--- config.mk ---
export PLATFORM = sky130hd
export DESIGN_NAME = controlUnit
export DESIGN_NICKNAME = d
export VERILOG_FILES = /design/src/design/cpuPkg.sv /design/src/design/controlUnit.sv
export SDC_FILE = /design/constraint.sdc
export NUM_CORES = 1
export LEC_CHECK = 0
export ABC_AREA = 1
export ABC_CLOCK_PERIOD_IN_PS = 800
export BUFFER_PORTS_ARGS = -buffer_cell sky130_fd_sc_hd__buf_2
export CAP_MARGIN = 30
export CORE_AREA = 2 2 39 41
export DETAILED_ROUTE_END_ITERATION = 6
export DIE_AREA = 0 0 41 43
export SYNTH_ARGS = -nofsm -noshare
export SYNTH_HDL_FRONTEND = slang
export SYNTH_SLANG_ARGS = --single-unit
--- constraint.sdc ---
create_clock -name vclk -period 0.8
set_clock_uncertainty 0.05 [all_clocks]
set_input_delay 0.04 -clock vclk [all_inputs]
set_output_delay 0.04 -clock vclk [all_outputs]
set_load 0.05 [all_outputs]
--- src/design/cpuPkg.sv ---
package cpuPkg;

    ////////////////////////////////////////
    // Architectural constants
    ////////////////////////////////////////
    localparam logic [31:0] resetPc = 32'h0000_3000;

    // Data memory is 1K words
    localparam int memIndexW = 10;
    localparam int memWords  = 1 << memIndexW;

    // Opcodes
    localparam logic [5:0] opAdd0  = 6'h00;
    localparam logic [5:0] opOri   = 6'h0d;
    localparam logic [5:0] opLui   = 6'h0f;
    localparam logic [5:0] opLw    = 6'h23;
    localparam logic [5:0] opSw    = 6'h2b;
    localparam logic [5:0] opJal   = 6'h03;
    localparam logic [5:0] opBeq   = 6'h04;
    localparam logic [5:0] opBsoal = 6'h3c;
    localparam logic [5:0] opLwrr  = 6'h3b;

    // Funct codes under opcode 0
    localparam logic [5:0] fnAdd = 6'h20;
    localparam logic [5:0] fnSub = 6'h22;
    localparam logic [5:0] fnJr  = 6'h08;

    ////////////////////////////////////////
    // Selector encodings
    ////////////////////////////////////////
    typedef enum logic [1:0] {aluAdd, aluSub, aluOr, aluLui} aluOpT;
    typedef enum logic [1:0] {npcPc4, npcBranch, npcJal, npcJr} npcSelT;
    typedef enum logic [1:0] {cmpNone, cmpEq, cmpSumOverflow} cmpOpT;
    typedef enum logic [1:0] {wrRt, wrRd, wr31} wrRegSelT;
    typedef enum logic [1:0] {wdAlu, wdMem, wdPc4} wrDataSelT;
    typedef enum logic {memWord, memReversed} memOpT;

    typedef struct packed {
        npcSelT    npcSel;
        cmpOpT     cmpOp;
        aluOpT     aluOp;
        logic      immSigned;
        logic      aluBImm;
        logic      regWrite;
        wrRegSelT  wrRegSel;
        wrDataSelT wrDataSel;
        logic      memWrite;
        memOpT     memOp;
    } controlT;

    ////////////////////////////////////////
    // Instruction word views
    ////////////////////////////////////////
    typedef struct packed {
        logic [5:0] opcode;
        logic [4:0] rs;
        logic [4:0] rt;
        logic [4:0] rd;
        logic [4:0] shamt;
        logic [5:0] funct;
    } rFormatT;

    typedef struct packed {
        logic [5:0]  opcode;
        logic [4:0]  rs;
        logic [4:0]  rt;
        logic [15:0] imm;
    } iFormatT;

    typedef struct packed {
        logic [5:0]  opcode;
        logic [25:0] index;
    } jFormatT;

    typedef union packed {
        rFormatT r;
        iFormatT i;
        jFormatT j;
    } instrT;

    // One retired instruction
    typedef struct packed {
        logic [31:0] pc;
        instrT       instr;
        logic        regWrite;
        logic [4:0]  wrReg;
        logic [31:0] wrData;
        logic        memWrite;
        logic [31:0] memAddr;
        logic [31:0] memData;
    } commitT;

endpackage

--- src/design/controlUnit.sv ---
module controlUnit import cpuPkg::*; (
    input  instrT   instr,
    output controlT ctrl
);

    logic isAdd, isSub, isJr;
    logic isOri, isLui, isLw, isSw, isJal, isBeq, isBsoal, isLwrr;
    logic special;

    ////////////////////////////////////////
    // Instruction recognition
    ////////////////////////////////////////
    assign special = (instr.r.opcode == opAdd0);

    assign isAdd   = special && (instr.r.funct == fnAdd);
    assign isSub   = special && (instr.r.funct == fnSub);
    assign isJr    = special && (instr.r.funct == fnJr);
    assign isOri   = (instr.r.opcode == opOri);
    assign isLui   = (instr.r.opcode == opLui);
    assign isLw    = (instr.r.opcode == opLw);
    assign isSw    = (instr.r.opcode == opSw);
    assign isJal   = (instr.r.opcode == opJal);
    assign isBeq   = (instr.r.opcode == opBeq);
    assign isBsoal = (instr.r.opcode == opBsoal);
    assign isLwrr  = (instr.r.opcode == opLwrr);

    ////////////////////////////////////////
    // Control field generation
    ////////////////////////////////////////
    always_comb begin
        // Next PC source
        if (isBeq || isBsoal) begin
            ctrl.npcSel = npcBranch;
        end else if (isJal) begin
            ctrl.npcSel = npcJal;
        end else if (isJr) begin
            ctrl.npcSel = npcJr;
        end else begin
            ctrl.npcSel = npcPc4;
        end

        if (isBeq) begin
            ctrl.cmpOp = cmpEq;
        end else if (isBsoal) begin
            ctrl.cmpOp = cmpSumOverflow;
        end else begin
            ctrl.cmpOp = cmpNone;
        end

        // Loads and stores share the adder
        if (isSub) begin
            ctrl.aluOp = aluSub;
        end else if (isOri) begin
            ctrl.aluOp = aluOr;
        end else if (isLui) begin
            ctrl.aluOp = aluLui;
        end else begin
            ctrl.aluOp = aluAdd;
        end

        ctrl.immSigned = isLw || isSw || isLwrr;
        ctrl.aluBImm   = isOri || isLui || isLw || isSw || isLwrr;
        ctrl.regWrite  = isAdd || isSub || isOri || isLui || isLw || isLwrr
                         || isJal || isBsoal;

        if (isAdd || isSub) begin
            ctrl.wrRegSel = wrRd;
        end else if (isJal || isBsoal) begin
            ctrl.wrRegSel = wr31;
        end else begin
            ctrl.wrRegSel = wrRt;
        end

        if (isLw || isLwrr) begin
            ctrl.wrDataSel = wdMem;
        end else if (isJal || isBsoal) begin
            ctrl.wrDataSel = wdPc4;
        end else begin
            ctrl.wrDataSel = wdAlu;
        end

        ctrl.memWrite = isSw;
        ctrl.memOp    = isLwrr ? memReversed : memWord;
    end

endmodule

; Word level (Yosys, flattened, before mapping)
; Index checks and enable logic that the tools add are counted.
; W data, S select, Z words.
[classes]
n_mux = 12
reduce_logical = 20
eq_ne = 11
[op_table]
columns = cell, n
row1 = $eq A6 B6 Y1 const B, 6
row2 = $mux W2, 11
row3 = $eq A6 B4 Y1 const B, 3
row4 = $logic_or A1 B1 Y1, 16
row5 = $eq A6 B2 Y1 const B, 1
row6 = $eq A6 B3 Y1 const B, 1
row7 = $logic_not A6 Y1, 1
row8 = $logic_and A1 B1 Y1, 3
row9 = $mux W1, 1
[word_totals]
elab_cells = 43
reg_bits = 0

; Logic depth before layout (Yosys ltp)
[depth]
depth_word = 9
depth_mapped = 6
ltp_nobuf = 6

; Worst setup path before layout
; Ideal clock, no wire load.
[synth_path]
path_kind = input-to-output
startpoint = input port instr[29] (netlist bit)
endpoint = output port ctrl[7] (netlist bit)
path_stages = 4
n_path_buf = 0
arrival_ns = 1.122
path_slack_ns = -0.412
path_cell_list = nor2_2 -> nand3_1 -> nand2_1 -> or2_1
[synth_rtl]
columns = item, line_no
row1 = "start, declared", controlUnit.sv:2  ; input instrT instr,
row2 = "end, declared", controlUnit.sv:3  ; output controlT ctrl

==> impl_results.md <==
- Die Width: 41 um
- Endpoints failing hold: 0
- CLK BUF: 0
- DR WL/cell: 10.6 um
- Filler cells: 128
- Hold WC Path Type: in -> out
- DRT Wirelength: 1160 um
- PD cells: 381 nW/um2
- Synthesized area per cell: 5.03 um2
- Tot Pwr: 0.323 mW
- Worst rel slew slack: 82.6%
- Worst EP arrival: 890 ps
- Num rows: 14
- Worst hold path depth: 5
- Count of flip-flops and latches: 0
- Period utilization: 123%
- Yosys top cell by area: nand2_1
- Cts hold-fix bufs: 0
- Number of max-cap violations: 0
- Detail Route Antenna Nets: 0
- DP Worst Slack: -268 ps
- Antenna Cells: 0
- P_leak: 0.438 nW
- 1st-pass router iterations: 2
- Sequential area share after synthesis: 0%
- Peak supply drop: 0.172 mV
- Grt ovf: 0
- Status: finished, violations left
- Cell area after synthesis: 272 um2
- Synth top cells by count: nand2_1, inv_1, nor2_1, nand3_1
- Top Usage Layer GRT: met2
- YS warnings: 0
- CP Launch Type: input pin
- Met2 Use GR: 24.4%
- Crit path max fanout: 4
- Fin nets: 128
- RSZ-0062 raised after global routing: true
- Via density: 4.25
- Share of cells above drive strength 1: 83.0%
- RePlAce Congestion: 0.706
- Max Clock Freq: 1020 MHz
- Failing checks: setup timing
- Post-route setup TNS: -1440 ps
- Iteration-0 DRC Markers: 2
- Post-Synthesis Cells: 54
- All-Layer GR Usage: 12.9%
- PortBufs: 27
- Cell with the most instances after synthesis: nand2_1
- Final core utilization: 61.2%
- Worst path required time: 710 ps
- Vias: 467
- Initial antenna violation count: 0
- Die H: 43 um
- Synth area leaders: nand2_1, inv_1, nand3_1, nor2_1, buf_4
- Top Ports: 47
- Final WS setup: -180 ps
- Post-layout min period: 980 ps
- Worst-Margin Slew: 260 ps
- Core Region: 1380 um2
- Register Area: 0 um2
- CP Capture Type: output pin
- Layout area overhead: 212%
- DRC viols: 0
- Max-slew violation count: 0
- Share of the synthesized area in the top cell type: 16.6%
- Final setup fails: 12
- Synth Net Count: 86
- Initial core utilization: 19.6%
- Crit path kind: in -> out
- Vias in the first global route: 425
- Grt met3 use: 1.05%
- Unique cell type count in the Yosys netlist: 14
- Grt met1 use: 15.5%
- Die ar.: 1760 um2
- Post-DP HPWL: 739 um
- Largest net degree at the start of global routing: 6
- First-pass GRT wire length: 1710 um
## placed cells by master, fill, tap and decap left out, drive strengths merged
cell and count:
buf 43, nand2 15, nor2 13, inv 10, nand3 8, nand4 1
nor3 1, nor3b 1, and3 1, or2 1
## final cells by class
class / count / area (um2) / area share, %
Tap cell: 16 / 20.0 / 2.36
Timing Repair Buffer: 43 / 450 / 53.2
Multi-Input combinational cell: 41 / 337 / 39.7
Inverter: 10 / 40.0 / 4.73
## per-layer routing
layer | vias to the layer above | routed length, um
li1 | 242 | -
met1 | 204 | 462
met2 | 21 | 631
met3 | 0 | 67
met4 | 0 | 0
met5 | - | 0
## kinds of logic after synthesis
kind of cell	Yosys count	share of synthesized area [%]
simple gates	41	77.9
buf+inv	13	22.1
## report_power, final
group          total, mW  internal [mW]  switching [mW]
registers              0              0               0
logic              0.323          0.159           0.165
clock network          0              0               0
## per-stage QoR
step / cell area [um2] / hold WS [ps] / instances
CTS: 718 / 409 / 104
global route: 847 / 475 / 110
floorplan: 322 / 178 / 54
finish: 847 / 449 / 110
detailed placement: 507 / 517 / 101
global placement: 507 / 507 / 101
## worst max-delay path: stages
cell and delay, ps:
buf_8 110, buf_6 110, nor2_4 110, nand3_2 140, nand2_4 120, nor2_4 50, nand2_2 70, buf_8 140
## path summary, 6_finish.rpt
kind	from	to	slack, ps
worst max-delay path	instr[28]	ctrl[6]	-180
worst min-delay path	instr[1]	ctrl[9]	450
## repair_timing
action / in CTS / in global routing
cloned: 0 / 0
buffers inserted: 3 / 6
pin swaps: 11 / 17
gates resized for setup: 57 / 24
setup endpoints to repair: 15 / 15
(Power assumes the default switching activity.)
