[src/design/registerFile.sv]
module registerFile (
    input  logic        clk,
    input  logic        rst,
    input  logic        we,
    input  logic [4:0]  rsAddr,
    input  logic [4:0]  rtAddr,
    input  logic [4:0]  wrAddr,
    input  logic [31:0] wrData,
    output logic [31:0] rsData,
    output logic [31:0] rtData
);

    logic [31:0] regs [32];

    always_ff @(posedge clk) begin
        if (rst) begin
            for (int i = 0; i < 32; i++) begin
                regs[i] <= '0;
            end
        end else if (we && (wrAddr != 5'd0)) begin
            regs[wrAddr] <= wrData;
        end
    end

    // $zero is hardwired
    assign rsData = (rsAddr == 5'd0) ? 32'd0 : regs[rsAddr];
    assign rtData = (rtAddr == 5'd0) ? 32'd0 : regs[rtAddr];

endmodule

[config.mk]
export PLATFORM = sky130hd
export DESIGN_NAME = registerFile
export DESIGN_NICKNAME = d
export VERILOG_FILES = /design/src/design/registerFile.sv
export SDC_FILE = /design/constraint.sdc
export NUM_CORES = 2
export LEC_CHECK = 0
export BUFFER_PORTS_ARGS = -buffer_cell sky130_fd_sc_hd__buf_2
export CORE_MARGIN = 2
export CORE_UTILIZATION = 45
export DETAILED_ROUTE_END_ITERATION = 8
export HOLD_SLACK_MARGIN = 0.12
export PLACE_DENSITY = 0.6
export SLEW_MARGIN = 20
export SYNTH_ARGS = -nofsm -noshare
export SYNTH_HDL_FRONTEND = slang
export SYNTH_SLANG_ARGS = --single-unit
[constraint.sdc]
create_clock -name clk -period 2 [get_ports clk]
set_clock_uncertainty 0.15 [all_clocks]
set_input_delay 0.1 -clock clk [delete_from_list [all_inputs] [get_ports clk]]
set_output_delay 0.1 -clock clk [all_outputs]
set_load 0.02 [all_outputs]
======== Word-level counts from Yosys, hierarchy flattened ========
Memories as Yosys holds them, arrays and structs flattened.
Index checks and enable logic that the tools add are counted.
W data, S select, Z words.
word-level totals
  output and inout bits ................... 64
  memories kept ........................... 1
  bits in writable memories ............... 1024
  logic and storage cells ................. 16
  bits of input ports ..................... 50
  flip-flop bits (word level) ............. 0
memory list
  memory  words  width  rd ports  clocked after Yosys merged registers in  write ports  RTL line  RTL
  regs    32     32     2         0                                        32           13        logic [31:0] regs [32];
cells by class
  muxes and demuxes ....................... 10
  reductions and logical operators ........ 5
operators by type and width
  cell                 count
  $mux W32             3
  $reduce_or A32 Y1    1
  $logic_not A5 Y1     2
  $mux W1              6
  $mux W5              1
  $reduce_bool A5 Y1   1
  $logic_and A1 B1 Y1  1

======== Depth between registers and ports, before layout ========
  depth after elaboration ................. 7
  gate-level depth with buffers ........... 9
  depth with buffers taken out ............ 4

======== Worst setup path after synthesis ========
No wires, ideal clock.
  kind .................................... in2out
  from .................................... input rtAddr[0]
  to ...................................... output rtData[30]
  path buffers ............................ 3
  data required time ...................... 1750 ps
  cell stages on the path ................. 6
  arrival time ............................ 2091 ps
  setup slack ............................. -341 ps
  cells stage by stage .................... buf_2 -> buf_6 -> buf_4 -> mux4_2 -> mux2i_1 -> a2111oi_0
on the way
  word-level cells in the longest chain between the ends .. 2
  elaborated cells between the ends (all ways) .. 3
  those cells by class .................... mux (1); reduce/logical (1); memory (1)
ends and longest elaborated chain
  what                                                        RTL line  RTL
  start, declared                                             6         input logic [4:0] rtAddr,
  $mem_v2 Z32 W32 / $logic_not A5 Y1 (equally long branches)  --
  $mux W32 (*)                                                27        assign rtData = (rtAddr == 5'd0) ? 32'd0 : regs[rtAddr];
  end, declared                                               10        output logic [31:0] rtData
Every way passes the cells marked *; elsewhere a longest branch is shown, timed or not.

==> summary.md <==
| Metric | Value |
|---|---|
| Die Area | `0.1234 mm²` |
| Worst-case setup slack after placement | `-0.7294 ns` |
| Setup slack after layout | `-0.9554 ns` |
| Vias after detailed routing | `around 36000` |
| Post-Route WL | `190000 µm` |
| Largest driver fanout on the critical path | `2` |
| Startpoint types | `flop` |
| Leakage power figure | `about 24 nW` |
| Ports | `114` |
| Number of enable-type register cells in the synthesized netlist | `just over 1000` |
| Max Cap Viol | `0` |
| Input/output buffers | `about 110` |
| Final-stage net count | `between 4000 and 5000` |
| Number of nets with antenna violations after routing | `0` |
| Flip-flop count of the largest register after layout | `about 1000` |
| Max clock buf depth | `3` |
| Number of global-route vias before repair | `between 30000 and 40000` |
| Layout fillers | `around 9400` |
| Cell Area, Synth | `0.05425 mm²` |
| Synthesized flop and latch total | `roughly 1000` |
| Classification of the worst setup path | `reg2out` |
| Starting Density | `a little under half` |
| Data arrival time of the worst path | `about 2.7 ns` |
| Number of cell rows | `between 100 and 150` |
| Cell count after synthesis | `between 3000 and 4000` |
| Signed area change from the synthesized netlist to the final layout | `24.79%` |
| RD Place Congestion | `0.8844` |
| Clock Power Share | `38.3%` |
| Switching pwr | `14.09 mW` |
| Share of final-layout standard cells stronger than drive strength 1 | `between 30% and 40%` |
| Root cell of the clock tree | `sky130_fd_sc_hd__clkbuf_16` |
| Mean Syn Cell Area | `15.49 µm²` |
| Pin count of the biggest net entering global routing | `43` |
| Worst endpoint required time | `roughly 1.8 ns` |
| Horizontal die dimension | `between 300 and 400 µm` |
| Detail-routed net length per standard cell | `33.50 µm` |
| Setup TNS | `-49.78 ns` |
| Fraction of the yosys area taken by sequential cells | `between 50% and 60%` |
| Largest family of logic cells by synthesized area | `multiplexers` |
| Most common cell in the netlist | `sky130_fd_sc_hd__edfxtp_1` |
| TritonCTS clock tree | `done` |
| Maximum level of the CTS H-tree | `3` |
| Fin crit share | `147.8%` |
| Number of library cell types mapped by synthesis | `42` |
| Internal portion of total power | `roughly 41 mW` |
| Sequential share of power | `46.2%` |
| Count of final setup violators | `64` |
| Mux contribution to synthesized area | `22.98%` |
| Total count of hold-check failures in the final report | `0` |
| Compound-Gate Fraction of Synth Area | `under 10%` |
| Number of pins with negative max-slew slack in the final report | `0` |
| Simple logic cell fraction of the synthesized area | `between 10% and 20%` |
| Residual DRC | `0` |
| Endpoint type of the worst setup path | `output pin` |
| Initial detailed-routing violation count | `4864` |
| Xor/xnor share of the synthesized area | `0%` |
| Sequential cell area in the final layout | `0.03075 mm²` |
| Transition time at the pin with the least slew margin | `0.9984 ns` |
| Max_slew headroom | `33.20%` |
| Area of the multi-input gates | `about 0.024 mm²` |
| Post-Synth Adder-Cell Area | `0%` |
| Violated checks | `negative setup slack` |
| Initial antenna violation count | `14` |
| Total iterations of the first detailed-routing run | `5` |
| Global-route wire length before repair | `around 270000 µm` |
| Main flop type after synthesis | `sky130_fd_sc_hd__edfxtp_1` |
| Proportion of total power due to net switching | `between 20 and 30%` |
| Asr flop ratio synth | `0%` |
| Register ranked first by flip-flop count | `regs` |
| Top-area cell type share of the netlist area | `about 57%` |
| DIE HEIGHT | `~350 µm` |
| Cell accounting for the most synthesized area | `sky130_fd_sc_hd__edfxtp_1` |
| Shortest clock period the worst path allows after layout | `2.955 ns` |
| Clock-pin slew of the registers on the worst-case setup and hold paths | `roughly 0.06 ns` |
| Detail Placement HPWL | `126700 µm` |
| Maximum clock rate | `approximately 340 MHz` |
| Number of buffers inserted during clock tree synthesis | `110` |
| Hold path cells | `5` |
| Peak ir drop on the vdd network | `780.4 µV` |
| Run status | `finished with violations` |
| Total congestion overflow after global routing | `0` |
| Unrepaired setup endpoints after global routing | `true` |
| Largest registers | `regs: 1024 flops` |
| Top cells by area, synth | `sky130_fd_sc_hd__edfxtp_1 57%, sky130_fd_sc_hd__mux4_2 20%, sky130_fd_sc_hd__and2_1 11%, sky130_fd_sc_hd__mux2i_1 2.8%, sky130_fd_sc_hd__clkbuf_1 1.9%` |
| Synth warnings | `0` |
| Post-detailed-route via-to-cell ratio | `~6.3` |
| Synth top cells by count | `1024 x sky130_fd_sc_hd__edfxtp_1, 995 x sky130_fd_sc_hd__and2_1, 472 x sky130_fd_sc_hd__mux4_2` |
| Hold Path Class | `in2reg` |
| Worst-case hold path end point | `regs[4][0]` |
| Overall Power | `about 55 mW` |
| Fraction of power consumed by combinational cells | `15.5%` |
| Number of clock sinks seen by CTS | `~1000` |
| Global-route usage over all layers | `between 30% and 40%` |
| Power density over the cells | `roughly 810 mW/mm²` |
| HP Start | `wrAddr[0]` |
| Placeable core region | `between 0.1 and 0.15 mm²` |
cell type report:
type	instances	area share [%]
antenna	9	0.03326
clock buffer	127	4.223
clock inverter	78	1.203
inverter	2	0.01109
multi-input combinational	2120	35.48
sequential	1024	45.42
tap	1612	2.979
timing repair buffer	701	10.66
worst max-delay path: stages, from the launching register on:
cell                       delay [ns]
sky130_fd_sc_hd__edfxtp_1        0.41
sky130_fd_sc_hd__mux4_2          0.49
sky130_fd_sc_hd__mux4_2          0.61
sky130_fd_sc_hd__o22ai_2         0.16
sky130_fd_sc_hd__buf_6           0.15
sky130_fd_sc_hd__nor3_4          0.04
sky130_fd_sc_hd__buf_6           0.14
per-layer routing:
| metal | part of all wire [%] | GRT usage, % | up-vias |
|---|---|---|---|
| met1 | 37 | 41.26 | 18698 |
| met5 | 0.047 | 0 | - |
| met4 | 4.9 | 13.02 | 12 |
| met2 | 48 | 50.08 | 2281 |
| li1 | - | - | 14523 |
| met3 | 9.9 | 5.441 | 444 |
kinds of logic (layout without fill, tap and decap cells):
family | after synthesis | in the layout
AND/OR/NAND/NOR | 1177 | 1177
AO/OA/AOI/OAI | 259 | 259
multiplexers | 652 | 652
other | 1 | 41
flip-flops | 1024 | 1024
buffers and inverters | 389 | 908
cell usage in the layout (no fill, tap or decap), types with 18 or more instances in the layout:
master	count
sky130_fd_sc_hd__or2_2	26
sky130_fd_sc_hd__clkinv_2	23
sky130_fd_sc_hd__a22o_1	25
sky130_fd_sc_hd__a22o_4	24
sky130_fd_sc_hd__buf_6	52
sky130_fd_sc_hd__o22ai_1	76
sky130_fd_sc_hd__mux2i_1	146
sky130_fd_sc_hd__nor2_2	25
sky130_fd_sc_hd__clkinv_1	20
sky130_fd_sc_hd__mux4_2	472
sky130_fd_sc_hd__and2_1	994
sky130_fd_sc_hd__buf_4	423
sky130_fd_sc_hd__conb_1	32
sky130_fd_sc_hd__a2111oi_4	44
sky130_fd_sc_hd__nor3_4	34
sky130_fd_sc_hd__dlygate4sd3_1	35
sky130_fd_sc_hd__buf_2	47
sky130_fd_sc_hd__edfxtp_1	1024
sky130_fd_sc_hd__buf_12	141
sky130_fd_sc_hd__nor3_2	18
sky130_fd_sc_hd__clkbuf_16	112
sky130_fd_sc_hd__mux2_2	29
timing repair:
action,4_1_cts,5_1_grt
hold buffers,35,0
setup endpoints to repair,64,177
buffers inserted,26,12
resized for setup,309,43
hold endpoints to repair,1003,0
pin swaps,145,16
power by group through the flow:
stage                     logic (mW)  registers, mW  clock network, mW
after floorplan                 4.22           25.6                  0
after global placement          7.42           25.7                  0
after detailed placement        7.50           25.9                  0
after CTS                       8.36           25.4               21.3
after global routing            8.78           25.6               22.0
final                           8.52           25.5               21.1
worst max-delay path by stage:
stage	to	start	cells past startpoint	slack, ns
3_3_place_gp	rsData[31]	rsAddr[1]	8	-0.72
4_1_cts	rsData[16]	regs[31][16]	6	-1.01
5_1_grt	rsData[16]	regs[31][16]	6	-1.00
2_1_floorplan	rtData[30]	rtAddr[0]	6	-0.1
3_5_place_dp	rtData[3]	regs[14][3]	5	-0.73
6_report	rsData[0]	regs[31][0]	6	-0.96
metrics by stage:
stage                     utilization, %  hold slack [ns]  instance area, µm²  cells
after floorplan                        -           0.1482               54830   3533
after global placement             51.34           0.5912               61510   5403
after detailed placement           51.34           0.6009               61510   5403
after CTS                          56.22           0.1269               67360   5654
after global routing               56.49           0.1627               67680   5665
final                              56.51           0.1829               67700   5673
Note: power is estimated with default switching activity, not from simulation.
