File: config.mk
export PLATFORM = sky130hd
export DESIGN_NAME = fetchUnit
export DESIGN_NICKNAME = d
export VERILOG_FILES = /design/src/design/cpuPkg.sv /design/src/design/fetchUnit.sv
export SDC_FILE = /design/constraint.sdc
export NUM_CORES = 1
export LEC_CHECK = 0
export BUFFER_PORTS_ARGS = -buffer_cell sky130_fd_sc_hd__buf_2
export CAP_MARGIN = 20
export CORE_MARGIN = 2
export CORE_UTILIZATION = 55
export DETAILED_ROUTE_END_ITERATION = 8
export GPL_TIMING_DRIVEN = 0
export PLACE_DENSITY = 0.88
export SYNTH_ARGS = -nofsm -noshare
export SYNTH_HDL_FRONTEND = slang
export SYNTH_SLANG_ARGS = --single-unit
File: constraint.sdc
create_clock -name clk -period 8.6 [get_ports clk]
set_clock_uncertainty 0.2 [all_clocks]
set_input_delay 0.86 -clock clk [delete_from_list [all_inputs] [get_ports clk]]
set_output_delay 0.86 -clock clk [all_outputs]
set_load 0.01 [all_outputs]
File: src/design/cpuPkg.sv
package cpuPkg;

    ////////////////////////////////////////
    // Architectural constants
    ////////////////////////////////////////
    localparam logic [31:0] resetPc = 32'h0000_3000;

    // Data memory is 1K words
    localparam int memIndexW = 10;
    localparam int memWords  = 1 << memIndexW;

    // Opcodes
    localparam logic [5:0] opAdd0  = 6'h00;
    localparam logic [5:0] opOri   = 6'h0d;
    localparam logic [5:0] opLui   = 6'h0f;
    localparam logic [5:0] opLw    = 6'h23;
    localparam logic [5:0] opSw    = 6'h2b;
    localparam logic [5:0] opJal   = 6'h03;
    localparam logic [5:0] opBeq   = 6'h04;
    localparam logic [5:0] opBsoal = 6'h3c;
    localparam logic [5:0] opLwrr  = 6'h3b;

    // Funct codes under opcode 0
    localparam logic [5:0] fnAdd = 6'h20;
    localparam logic [5:0] fnSub = 6'h22;
    localparam logic [5:0] fnJr  = 6'h08;

    ////////////////////////////////////////
    // Selector encodings
    ////////////////////////////////////////
    typedef enum logic [1:0] {aluAdd, aluSub, aluOr, aluLui} aluOpT;
    typedef enum logic [1:0] {npcPc4, npcBranch, npcJal, npcJr} npcSelT;
    typedef enum logic [1:0] {cmpNone, cmpEq, cmpSumOverflow} cmpOpT;
    typedef enum logic [1:0] {wrRt, wrRd, wr31} wrRegSelT;
    typedef enum logic [1:0] {wdAlu, wdMem, wdPc4} wrDataSelT;
    typedef enum logic {memWord, memReversed} memOpT;

    typedef struct packed {
        npcSelT    npcSel;
        cmpOpT     cmpOp;
        aluOpT     aluOp;
        logic      immSigned;
        logic      aluBImm;
        logic      regWrite;
        wrRegSelT  wrRegSel;
        wrDataSelT wrDataSel;
        logic      memWrite;
        memOpT     memOp;
    } controlT;

    ////////////////////////////////////////
    // Instruction word views
    ////////////////////////////////////////
    typedef struct packed {
        logic [5:0] opcode;
        logic [4:0] rs;
        logic [4:0] rt;
        logic [4:0] rd;
        logic [4:0] shamt;
        logic [5:0] funct;
    } rFormatT;

    typedef struct packed {
        logic [5:0]  opcode;
        logic [4:0]  rs;
        logic [4:0]  rt;
        logic [15:0] imm;
    } iFormatT;

    typedef struct packed {
        logic [5:0]  opcode;
        logic [25:0] index;
    } jFormatT;

    typedef union packed {
        rFormatT r;
        iFormatT i;
        jFormatT j;
    } instrT;

    // One retired instruction
    typedef struct packed {
        logic [31:0] pc;
        instrT       instr;
        logic        regWrite;
        logic [4:0]  wrReg;
        logic [31:0] wrData;
        logic        memWrite;
        logic [31:0] memAddr;
        logic [31:0] memData;
    } commitT;

endpackage

File: src/design/fetchUnit.sv
module fetchUnit import cpuPkg::*; (
    input  logic        clk,
    input  logic        rst,
    input  instrT       instr,
    input  npcSelT      npcSel,
    input  cmpOpT       cmpOp,
    input  logic [31:0] rsData,
    input  logic [31:0] rtData,
    input  logic        sumOverflow,
    output logic [31:0] pc,
    output logic [31:0] pcPlus4
);

    logic        condMet;
    logic [31:0] branchTarget;
    logic [31:0] jalTarget;
    logic [31:0] nextPc;

    assign pcPlus4 = pc + 32'd4;

    // Word offset relative to the following instruction
    assign branchTarget = pcPlus4 + {{14{instr.i.imm[15]}}, instr.i.imm, 2'b00};
    assign jalTarget    = {pcPlus4[31:28], instr.j.index, 2'b00};

    always_comb begin
        case (cmpOp)
            cmpEq:          condMet = (rsData == rtData);
            cmpSumOverflow: condMet = sumOverflow;
            default:        condMet = 1'b0;
        endcase
    end

    always_comb begin
        case (npcSel)
            npcBranch: nextPc = condMet ? branchTarget : pcPlus4;
            npcJal:    nextPc = jalTarget;
            npcJr:     nextPc = rsData;
            default:   nextPc = pcPlus4;
        endcase
    end

    always_ff @(posedge clk) begin
        if (rst) begin
            pc <= resetPc;
        end else begin
            pc <= nextPc;
        end
    end

endmodule

Word-level counts from Yosys, hierarchy flattened --
Index checks and enable logic that the tools add are counted.
Word-level totals: register bits after elaboration 32, input port bits 103, word-level logic and storage cells 12
Cells by class: eq/ne operators 6, muxes and demuxes 3, add/subtract/negate cells 2
Operators with widths (number):
- case mux 32 bit (3 select lines) | 1
- adder 32 x 3 -> 32 bit (second input constant) | 1
- adder 32 bit | 1
- equality test 32 bit | 1
- 2-to-1 mux 32 bit | 1
- equality test 2 bit (second input constant) | 3
- equality test 2 x 1 -> 1 bit (second input constant) | 2
- case mux 1 bit (2 select lines) | 1

Depth between registers and ports, before layout --
Gate-level depths: netlist (run 1).
depth after elaboration 4, gate-level depth with buffers 16, mapped depth without buffers 16

Worst setup path after synthesis (run 1) --
Ideal clock, no wire load.
path type flip-flop to flip-flop, start point register pc[4], end point register pc[28], arrival time 3.563 ns, clock period less this slack 3.899 ns, cell stages (with the launch flop) 16, required time 8.264 ns, library setup time 0.136 ns, path slack 4.701 ns, cell sequence dfxtp_1 -> nand3_1 -> or2_2 -> nor2_1 -> nand3_1 -> xnor2_1 -> ha_1 -> a21oi_1 -> nand2_1 -> or2_2 -> o21bai_1 -> o2111a_1 -> o31ai_2 -> a2111oi_0 -> a41o_1 -> a21oi_1
Between the ends: word-level cells in the longest chain between the ends 4
Ends and longest elaborated chain:
- start, declared | RTL line fetchUnit.sv:10 | output logic [31:0] pc,
- start signal, assigned | RTL line fetchUnit.sv:44 | pc <= resetPc;
- start signal, assigned | RTL line fetchUnit.sv:46 | pc <= nextPc;
- adder 32 x 3 -> 32 bit | RTL line fetchUnit.sv:19 | assign pcPlus4 = pc + 32'd4;
- via pcPlus4[13] | RTL line fetchUnit.sv:11 | output logic [31:0] pcPlus4
- adder 32 bit | RTL line fetchUnit.sv:22 | assign branchTarget = pcPlus4 + {{14{instr.i.imm[15]}}, instr.i.imm, 2'b00};
- 2-to-1 mux 32 bit | RTL line fetchUnit.sv:35 | npcBranch: nextPc = condMet ? branchTarget : pcPlus4;
- case mux 32 bit (3 select lines) | RTL line fetchUnit.sv:34 | case (npcSel)
The timed path passes the listed nets, and every way through them passes these cells. A chain may end at the register's enable or synchronous reset.

Worst setup path in the final report (run 1) --
start point register pc[4], end point register pc[28]
Between the ends: word-level cells in the longest chain between the ends 4
Ends and longest elaborated chain (RTL line):
- adder 32 x 3 -> 32 bit * | fetchUnit.sv:19
- adder 32 bit | fetchUnit.sv:22
- 2-to-1 mux 32 bit | fetchUnit.sv:35
- case mux 32 bit (3 select lines) * | fetchUnit.sv:34
Mark *: on every way between the ends. The rest lies on a longest branch, timed or not.

==> results of run 1 <==
## layout by cell type, fill, tap and decap left out, types with 4 or more instances in the layout
cell	n
sky130_fd_sc_hd__nor2b_1	10
sky130_fd_sc_hd__buf_2	162
sky130_fd_sc_hd__and2_1	4
sky130_fd_sc_hd__a221oi_1	5
sky130_fd_sc_hd__buf_4	5
sky130_fd_sc_hd__mux2i_1	13
sky130_fd_sc_hd__xor2_1	47
sky130_fd_sc_hd__nor2_1	60
sky130_fd_sc_hd__ha_1	36
sky130_fd_sc_hd__nand2_1	53
sky130_fd_sc_hd__a21oi_1	63
sky130_fd_sc_hd__o22ai_1	11
sky130_fd_sc_hd__nor3_1	8
sky130_fd_sc_hd__or2_2	5
sky130_fd_sc_hd__and3_1	6
sky130_fd_sc_hd__a2111oi_0	4
sky130_fd_sc_hd__nand4_1	9
sky130_fd_sc_hd__clkbuf_1	20
sky130_fd_sc_hd__o21bai_1	5
sky130_fd_sc_hd__o211ai_1	8
sky130_fd_sc_hd__dfxtp_1	32
sky130_fd_sc_hd__o21ai_0	32
sky130_fd_sc_hd__or3_1	4
sky130_fd_sc_hd__nand3_1	18
sky130_fd_sc_hd__a211oi_1	13
sky130_fd_sc_hd__clkbuf_8	6
sky130_fd_sc_hd__inv_1	30
sky130_fd_sc_hd__o221ai_1	4
sky130_fd_sc_hd__a21o_1	16
sky130_fd_sc_hd__xnor2_1	29
sky130_fd_sc_hd__nor4_1	8
## critical path, cell delays in order, from the launching register on
cell	delay, ns
sky130_fd_sc_hd__dfxtp_1	0.45
sky130_fd_sc_hd__nand3_1	0.21
sky130_fd_sc_hd__or2_2	0.39
sky130_fd_sc_hd__nor2_1	0.22
sky130_fd_sc_hd__nand3_1	0.15
sky130_fd_sc_hd__xnor2_1	0.33
sky130_fd_sc_hd__ha_1	0.32
sky130_fd_sc_hd__a21oi_1	0.23
sky130_fd_sc_hd__nand2_1	0.08
sky130_fd_sc_hd__or2_2	0.31
sky130_fd_sc_hd__o21bai_1	0.27
sky130_fd_sc_hd__o2111a_1	0.32
sky130_fd_sc_hd__o31ai_2	0.12
sky130_fd_sc_hd__a2111oi_0	0.46
sky130_fd_sc_hd__a41o_1	0.16
sky130_fd_sc_hd__a21oi_1	0.06
## routing by layer
metal | wire length, µm | track usage (%) | vias up
met5 | 0 | 0 | -
met4 | 935 | 19.1 | 0
met3 | 2080 | 6.30 | 87
met2 | 8090 | 63.5 | 451
met1 | 6490 | 46.5 | 2573
li1 | - | - | 2575
## kinds of logic (layout without fill, tap and decap cells)
kind of cell / count (synthesis) / after routing / share of synthesized area (%)
buf+inv: 58 / 226 / 5.30
xor+xnor: 78 / 78 / 15.5
mux: 16 / 16 / 3.89
compound gates: 191 / 191 / 27.5
simple gates: 203 / 203 / 23.2
flops: 32 / 32 / 14.2
fa+ha+maj: 37 / 37 / 10.4
## layout make-up
class / count / area, µm²
Inverter: 30 / 113
Sequential cell: 32 / 641
Tap cell: 105 / 131
Multi-Input combinational cell: 525 / 3630
Clock buffer: 8 / 90.1
Timing Repair Buffer: 160 / 801
Buffer: 28 / 126
Fill cell: 728 / 2560
## power by group through the flow
stage | clock network, mW | logic [mW] | registers [mW]
2_1_floorplan | 0 | 0.195 | 0.181
3_3_place_gp | 0 | 0.301 | 0.179
3_5_place_dp | 0 | 0.307 | 0.179
4_1_cts | 0.129 | 0.309 | 0.176
5_1_grt | 0.134 | 0.342 | 0.178
6_report | 0.133 | 0.317 | 0.177
## path summary, 6_finish.rpt
path / slack (ns) / end / start / depth (start not counted)
worst min register to register: 0.36 / pc[1]$_SDFFE_PP0P_ / pc[1]$_SDFFE_PP0P_ / 2
worst max register to register: 4.16 / pc[28]$_SDFF_PP0_ / pc[4]$_SDFF_PP0_ / 15
worst max-delay path: 4.16 / pc[28]$_SDFF_PP0_ / pc[4]$_SDFF_PP0_ / 15
worst min-delay path: 0.36 / pc[1]$_SDFFE_PP0P_ / pc[1]$_SDFFE_PP0P_ / 2
==> key figures, run 1 <==
Synth
  – Post-Synthesis Net Count: 755
  – Async set-or-reset flop fraction in the synthesized netlist: 0%
  – Post-synthesis cell count: 615
  – Mean cell area of the mapped netlist: 7.33 µm²
  – Synthesized cell area: 4510 µm²
  – EDFF count, synth: 0
  – Leading cell types by count after synthesis: sky130_fd_sc_hd__a21oi_1, sky130_fd_sc_hd__nor2_1, sky130_fd_sc_hd__nand2_1, sky130_fd_sc_hd__xor2_1, sky130_fd_sc_hd__ha_1
  – Synth cell types: 69
  – Sequential-to-total area share from yosys stat: 14.2%
  – Area leader, netlist: sky130_fd_sc_hd__dfxtp_1
  – Predominant post-synthesis flop cell: sky130_fd_sc_hd__dfxtp_1
  – Warning count from the yosys run: 0
  – Portion of synthesized cell area occupied by the leading cell type: 14.2%
  – Cells taking the most area after synthesis: sky130_fd_sc_hd__dfxtp_1, sky130_fd_sc_hd__ha_1, sky130_fd_sc_hd__xor2_1, sky130_fd_sc_hd__a21oi_1, sky130_fd_sc_hd__xnor2_1
  – Cell with the most instances after synthesis: sky130_fd_sc_hd__a21oi_1
  – Flop and latch count out of synthesis: 32

Clocking
  – H-tree depth: 2
  – Clock tree from TritonCTS: built
  – Number of clock sinks: 32
  – Post-CTS sizing: 0
  – Post-CTS setup-driven buffer insertion count: 0
  – CTS Hold Bufs: 0
  – Clock latency on the worst-skew pair: roughly 0.30 ns
  – Inserted Clock Buffers: 5
  – Cell at the root of the clock tree: sky130_fd_sc_hd__clkbuf_8
  – Maximum buffer depth of the clock tree: 2
  – CTS clk-pin slew, worst paths: 0.08 ns

Placed design
  – Number of buffer cells added on primary ports: 160
  – Total half-perimeter wirelength after legalization and detailed placement: ~14000 µm
  – Placed cell count: 880
  – Pre-CTS worst setup slack: between 4 and 5 ns
  – Placement-stage cell area: 5440 µm²
  – Routability congestion estimate: 1.01

Detailed routing
  – Total iterations of the first detailed-routing run: 5
  – Number of vias per cell after detailed routing: 6.40
  – Detailed Route Iter0 Violations: 502
  – Detailed Route WL: 17600 µm
  – Antenna Violating Nets Remaining: 0
  – Overall via count from detail_route: approximately 5700
  – Wire length per cell after detailed routing: 19.8 µm
  – DRC violations left: 0

Floorplanning
  – Row count: 33
  – Initial Util: roughly 56%
  – Full die area: 8930 µm²
  – Height of the die: 94.5 µm
  – Die W: 94.5 µm
  – Floorplan core area: between 8000 and 9000 µm²
  – Count of pins on the block boundary: 167

Finish
  – Number of nets in the layout: roughly 920
  – Relative area change from synthesis to final layout: 22.7%
  – Top Registers: pc (32)
  – Largest register FFs: 32
  – Diode count: 0
  – Most flop-heavy register: pc
  – Cell area after layout: 5530 µm²
  – Non-filler cells in the finished layout: 888
  – Fin util: 68.3%
  – Layout cell share with drive strength beyond 1: 24.9%

Status
  – Result of the run: finished, final reports clean

Global route
  – Wire length of the first global-routing pass: 26300 µm
  – Remaining global-route overflow: 0
  – Maximum number of pins on one net before global-route repair: 18
  – Total GRT Usage: around 38%
  – Antenna violations before repair: 0
  – Number of global-route vias before repair: 5272

Power and ir drop
  – Total Power Consumption: between 0.6 and 0.7 mW
  – Switching power: 0.273 mW
  – Share of total power consumed by net switching: 43.6%
  – P_leak: 2.74 nW
  – Clock power frac: between 20% and 30%
  – Maximum vdd drop: 0.0000534 V
  – Cell internal pwr: 0.353 mW
  – Comb pwr share: 50.6%
  – Flop pwr share: 28.2%
  – PD cells: ~110 nW/µm²

Job
  – Number of max-capacitance violations reported: 0

Worst setup path
  – Type of the worst setup path: flip-flop to flip-flop
  – Arr. time, crit path: about 4.4 ns
  – Largest fanout on the critical path: 6
  – Data required time of the critical path: 8.56 ns
  – Worst setup EP type: flip-flop
  – Setup crit start kind: flip-flop

STA
  – Fin crit period: 4.44 ns
  – FMAX: 225 MHz
  – Final Setup Violations: 0
  – Fin Setup TNS: 0 ns
  – RSZ-0062 raised after global routing: no
  – Worst hold-check slack: 0.357 ns
  – Final cycle utilization of the critical path: 51.6%
  – Final number of max-transition violations: 0
  – Final-report hold violation count: 0
  – Measured slew at the worst slew-check pin: 0.726 ns
  – Relative max-transition margin: 51.4%
  – Worst Slack Setup Final: 4.16 ns

Hold path
  – HP Class: flip-flop to flip-flop
No activity file was read; power rests on OpenSTA's default activity.
==> inputs of run 2 (changes only) <==
CORE_UTILIZATION = 51   (was 55)
PLACE_DENSITY = 0.82   (was 0.88)
clock period = 4.3 ns   (was 8.6 ns; I/O delays follow)
==> run 2 against run 1 <==
  * Register-to-register slack worse by 3.9 ns
  * Cell count is 0.23% higher
  * Non-clock buffer count is 2 higher
  * Critical path type unchanged
  * Highest routed layer unchanged
==> key figures, run 2 (synthesis gave the netlist of run 1 again) <==
Status
  – Result of the run: finished, final reports clean

Worst setup path
  – Gate family responsible for the most delay along the worst path: compound AO/OA/AOI/OAI gates
  – Crit path top cell by count: sky130_fd_sc_hd__ha_1
  – Setup crit start kind: flip-flop
  – Arr. time, crit path: 4.04 ns (-0.36 ns)
  – Worst setup path startpoint: pc[2]$_SDFF_PP0_
  – Largest fanout on the critical path: 7 (+1)
  – Type of the worst setup path: flip-flop to flip-flop
  – Slowest stage cell on the critical path: sky130_fd_sc_hd__a221oi_1
  – Worst setup EP type: flip-flop
  – Origin of the critical flop-to-flop path: pc[2]$_SDFF_PP0_
  – Data required time of the critical path: 4.27 ns (-4.29 ns)
  – Cell-by-cell listing of the critical path: ha_1 > inv_1 > nor2_1 > nand4_1 > xnor2_1 > ha_1 > a21oi_1 > o221ai_1 > a21oi_2 > o21ai_1 > a221oi_1 > o41ai_2 > mux2i_1 > a41oi_1 > o21ai_0
  – Delay of the slowest critical-path stage: 0.43 ns (-0.03 ns)
  – Buf+Inv Stages, Crit Path: 1 (+1)

Clocking
  – Clock tree from TritonCTS: built
  – H-tree depth: 2 (unchanged)
  – Cell at the root of the clock tree: sky130_fd_sc_hd__clkbuf_8
  – Maximum buffer depth of the clock tree: 2 (unchanged)
  – Clock latency on the worst-skew pair: 0.29 ns (about the same)
  – Number of clock sinks: 32 (unchanged)
  – Inserted Clock Buffers: 5 (unchanged)
  – CTS clk-pin slew, worst paths: 0.06 ns (-0.02 ns)

Power and ir drop
  – PD cells: 217 nW/µm² (+92%)
  – P_leak: 2.80 nW (+2.3%)
  – Maximum vdd drop: 0.0000914 V (+71%)

Finish
  – Most flop-heavy register: pc
  – Number of nets in the layout: 924 (+0.22%)
  – Layout cell share with drive strength beyond 1: 27.7% (+2.8 points)
  – Multi-input gate area: 3740 µm² (+3.0%)
  – Sequential cell area in the final layout: 643 µm² (+0.39%)
  – Relative area change from synthesis to final layout: 25.2%
  – Non-filler cells in the finished layout: 890 (+0.23%)
  – Largest register FFs: 32 (unchanged)
  – Top Registers: pc (32)
  – Fin util: 65.3% (-3.0 points)
  – Most common library cell in the layout ignoring fill and taps: sky130_fd_sc_hd__buf_2
  – Most frequent cells in the layout: sky130_fd_sc_hd__buf_2, sky130_fd_sc_hd__a21oi_1, sky130_fd_sc_hd__nor2_1
  – Cell area after layout: 5640 µm² (+2.1%)
  – Count of fill cells added during filler insertion: 800 (+9.9%)
  – Diode count: 0 (unchanged)

Detailed routing
  – Detailed-routing wirelength on met1: 6560 µm (+1.1%)
  – Wire length per cell after detailed routing: 19.9 µm (+0.49%)
  – Topmost layer with routed signal wires: met4
  – Detailed Route WL: 17700 µm (+0.72%)
  – Total iterations of the first detailed-routing run: 7 (+2)
  – DRC violations left: 0 (unchanged)
  – Number of vias per cell after detailed routing: 6.26 (-2.2%)
  – Detail Route met2 WL: 8460 µm (+4.6%)
  – Met3 WL post-DR: 1830 µm (-12%)
  – Detailed Route Iter0 Violations: 570 (+14%)
  – Overall via count from detail_route: 5572 (-2.0%)
  – Antenna Violating Nets Remaining: 0 (unchanged)

Floorplanning
  – Full die area: 9600 µm² (+7.5%)
  – Floorplan core area: 8640 µm² (+6.7%)
  – Row count: 34 (+3.0%)
  – Die W: 98.0 µm (+3.7%)
  – Initial Util: 52.2% (-3.5 points)
  – Height of the die: 98.0 µm (+3.7%)
  – Count of pins on the block boundary: 167 (unchanged)

STA
  – Final Setup Violations: 0 (unchanged)
  – Final number of max-transition violations: 0 (unchanged)
  – Relative max-transition margin: 47.9% (-3.6 points)
  – Fin crit period: 4.07 ns (-0.373 ns)
  – Final-report hold violation count: 0 (unchanged)
  – Measured slew at the worst slew-check pin: 0.779 ns (+0.0531 ns)
  – Final cycle utilization of the critical path: 94.6% (+43 points)
  – FMAX: 246 MHz (+9.2%)

Placed design
  – Total half-perimeter wirelength after legalization and detailed placement: 14300 µm (+2.4%)
  – Placed cell count: 883 (+0.34%)
  – Number of buffer cells added on primary ports: 160 (unchanged)
  – Placement-stage cell area: 5440 µm² (about the same)
  – Routability congestion estimate: 0.950 (-6.4%)

Global route
  – Maximum number of pins on one net before global-route repair: 18 (unchanged)
  – Total GRT Usage: 35.1% (-2.7 points)
  – Wire length of the first global-routing pass: 27000 µm (+2.8%)
  – Remaining global-route overflow: 0 (unchanged)
  – Number of global-route vias before repair: 5293 (+0.40%)
  – Antenna violations before repair: 0 (unchanged)

Job
  – Number of max-capacitance violations reported: 0 (unchanged)

Hold path
  – HP Class: primary input to flip-flop
  – Hold path start: rsData[1]
[run 2: changes by cell type in the layout (fill, tap and decap cells not counted), sizes merged]
| cell | before | now |
|---|---|---|
| buf | 170 | 173 |
| clkbuf | 26 | 22 |
[run 2: worst reg2reg max path, cell delays in order, from the launching register on]
cell and delay (ns):
sky130_fd_sc_hd__dfxtp_2 0.40, sky130_fd_sc_hd__ha_1 0.26, sky130_fd_sc_hd__inv_1 0.06, sky130_fd_sc_hd__nor2_1 0.19, sky130_fd_sc_hd__nand4_1 0.14, sky130_fd_sc_hd__xnor2_1 0.39, sky130_fd_sc_hd__ha_1 0.39, sky130_fd_sc_hd__a21oi_1 0.18
sky130_fd_sc_hd__o221ai_1 0.14, sky130_fd_sc_hd__a21oi_2 0.28, sky130_fd_sc_hd__o21ai_1 0.16, sky130_fd_sc_hd__a221oi_1 0.43, sky130_fd_sc_hd__o41ai_2 0.18, sky130_fd_sc_hd__mux2i_1 0.14, sky130_fd_sc_hd__a41oi_1 0.31, sky130_fd_sc_hd__o21ai_0 0.12
[run 2: power breakdown]
group	total (mW)	internal, mW	switching (mW)	leakage (nW)
Clock	0.218	0.104	0.113	0.0359
Combinational	0.652	0.266	0.386	2.50
Sequential	0.356	0.320	0.0359	0.265
Total	1.23	0.691	0.535	2.80
[run 2: area by class of cell]
class	count	area share [%]
Tap cell	108	2.39
Buffer	27	2.17
Clock buffer	5	1.22
Inverter	30	2.00
Sequential cell	32	11.4
Multi-Input combinational cell	525	66.2
Timing Repair Buffer	163	14.6
[run 2: metal layers]
metal / GRT usage, % / up-vias
li1: - / 2570
met1: 43.4 / 2577
met2: 58.6 / 352
met3: 6.08 / 73
met4: 17.5 / 0
met5: 0 / -
[run 2: path summary, 6_finish.rpt]
check	slack, ns	end	cells after the start
min reg2reg	0.35	pc[0]$_SDFFE_PP0P_	2
min	0.20	pc[1]$_SDFFE_PP0P_	3
max	0.23	pc[25]$_SDFF_PP0_	15
max reg2reg	0.23	pc[25]$_SDFF_PP0_	15
[run 2: repair_timing]
action / CTS / global route
resized for setup: 1 / 22
buffers inserted: 0 / 3
pin swaps: 0 / 2
hold buffers: 0 / 0
endpoints found under the setup margin: 1 / 11
[run 2: per-stage QoR]
step / total power, mW / hold slack [ns] / worst slack (ns) / setup TNS, ns
2_1_floorplan: 0.752 / 0.372 / 0.401 / 0
3_3_place_gp: 0.967 / 0.322 / 0.0751 / 0
3_5_place_dp: 0.977 / 0.335 / -0.00213 / -0.00213
4_1_cts: 1.19 / 0.199 / 0.0211 / 0
5_1_grt: 1.29 / 0.225 / -0.0551 / -0.130
6_report: 1.23 / 0.201 / 0.232 / 0
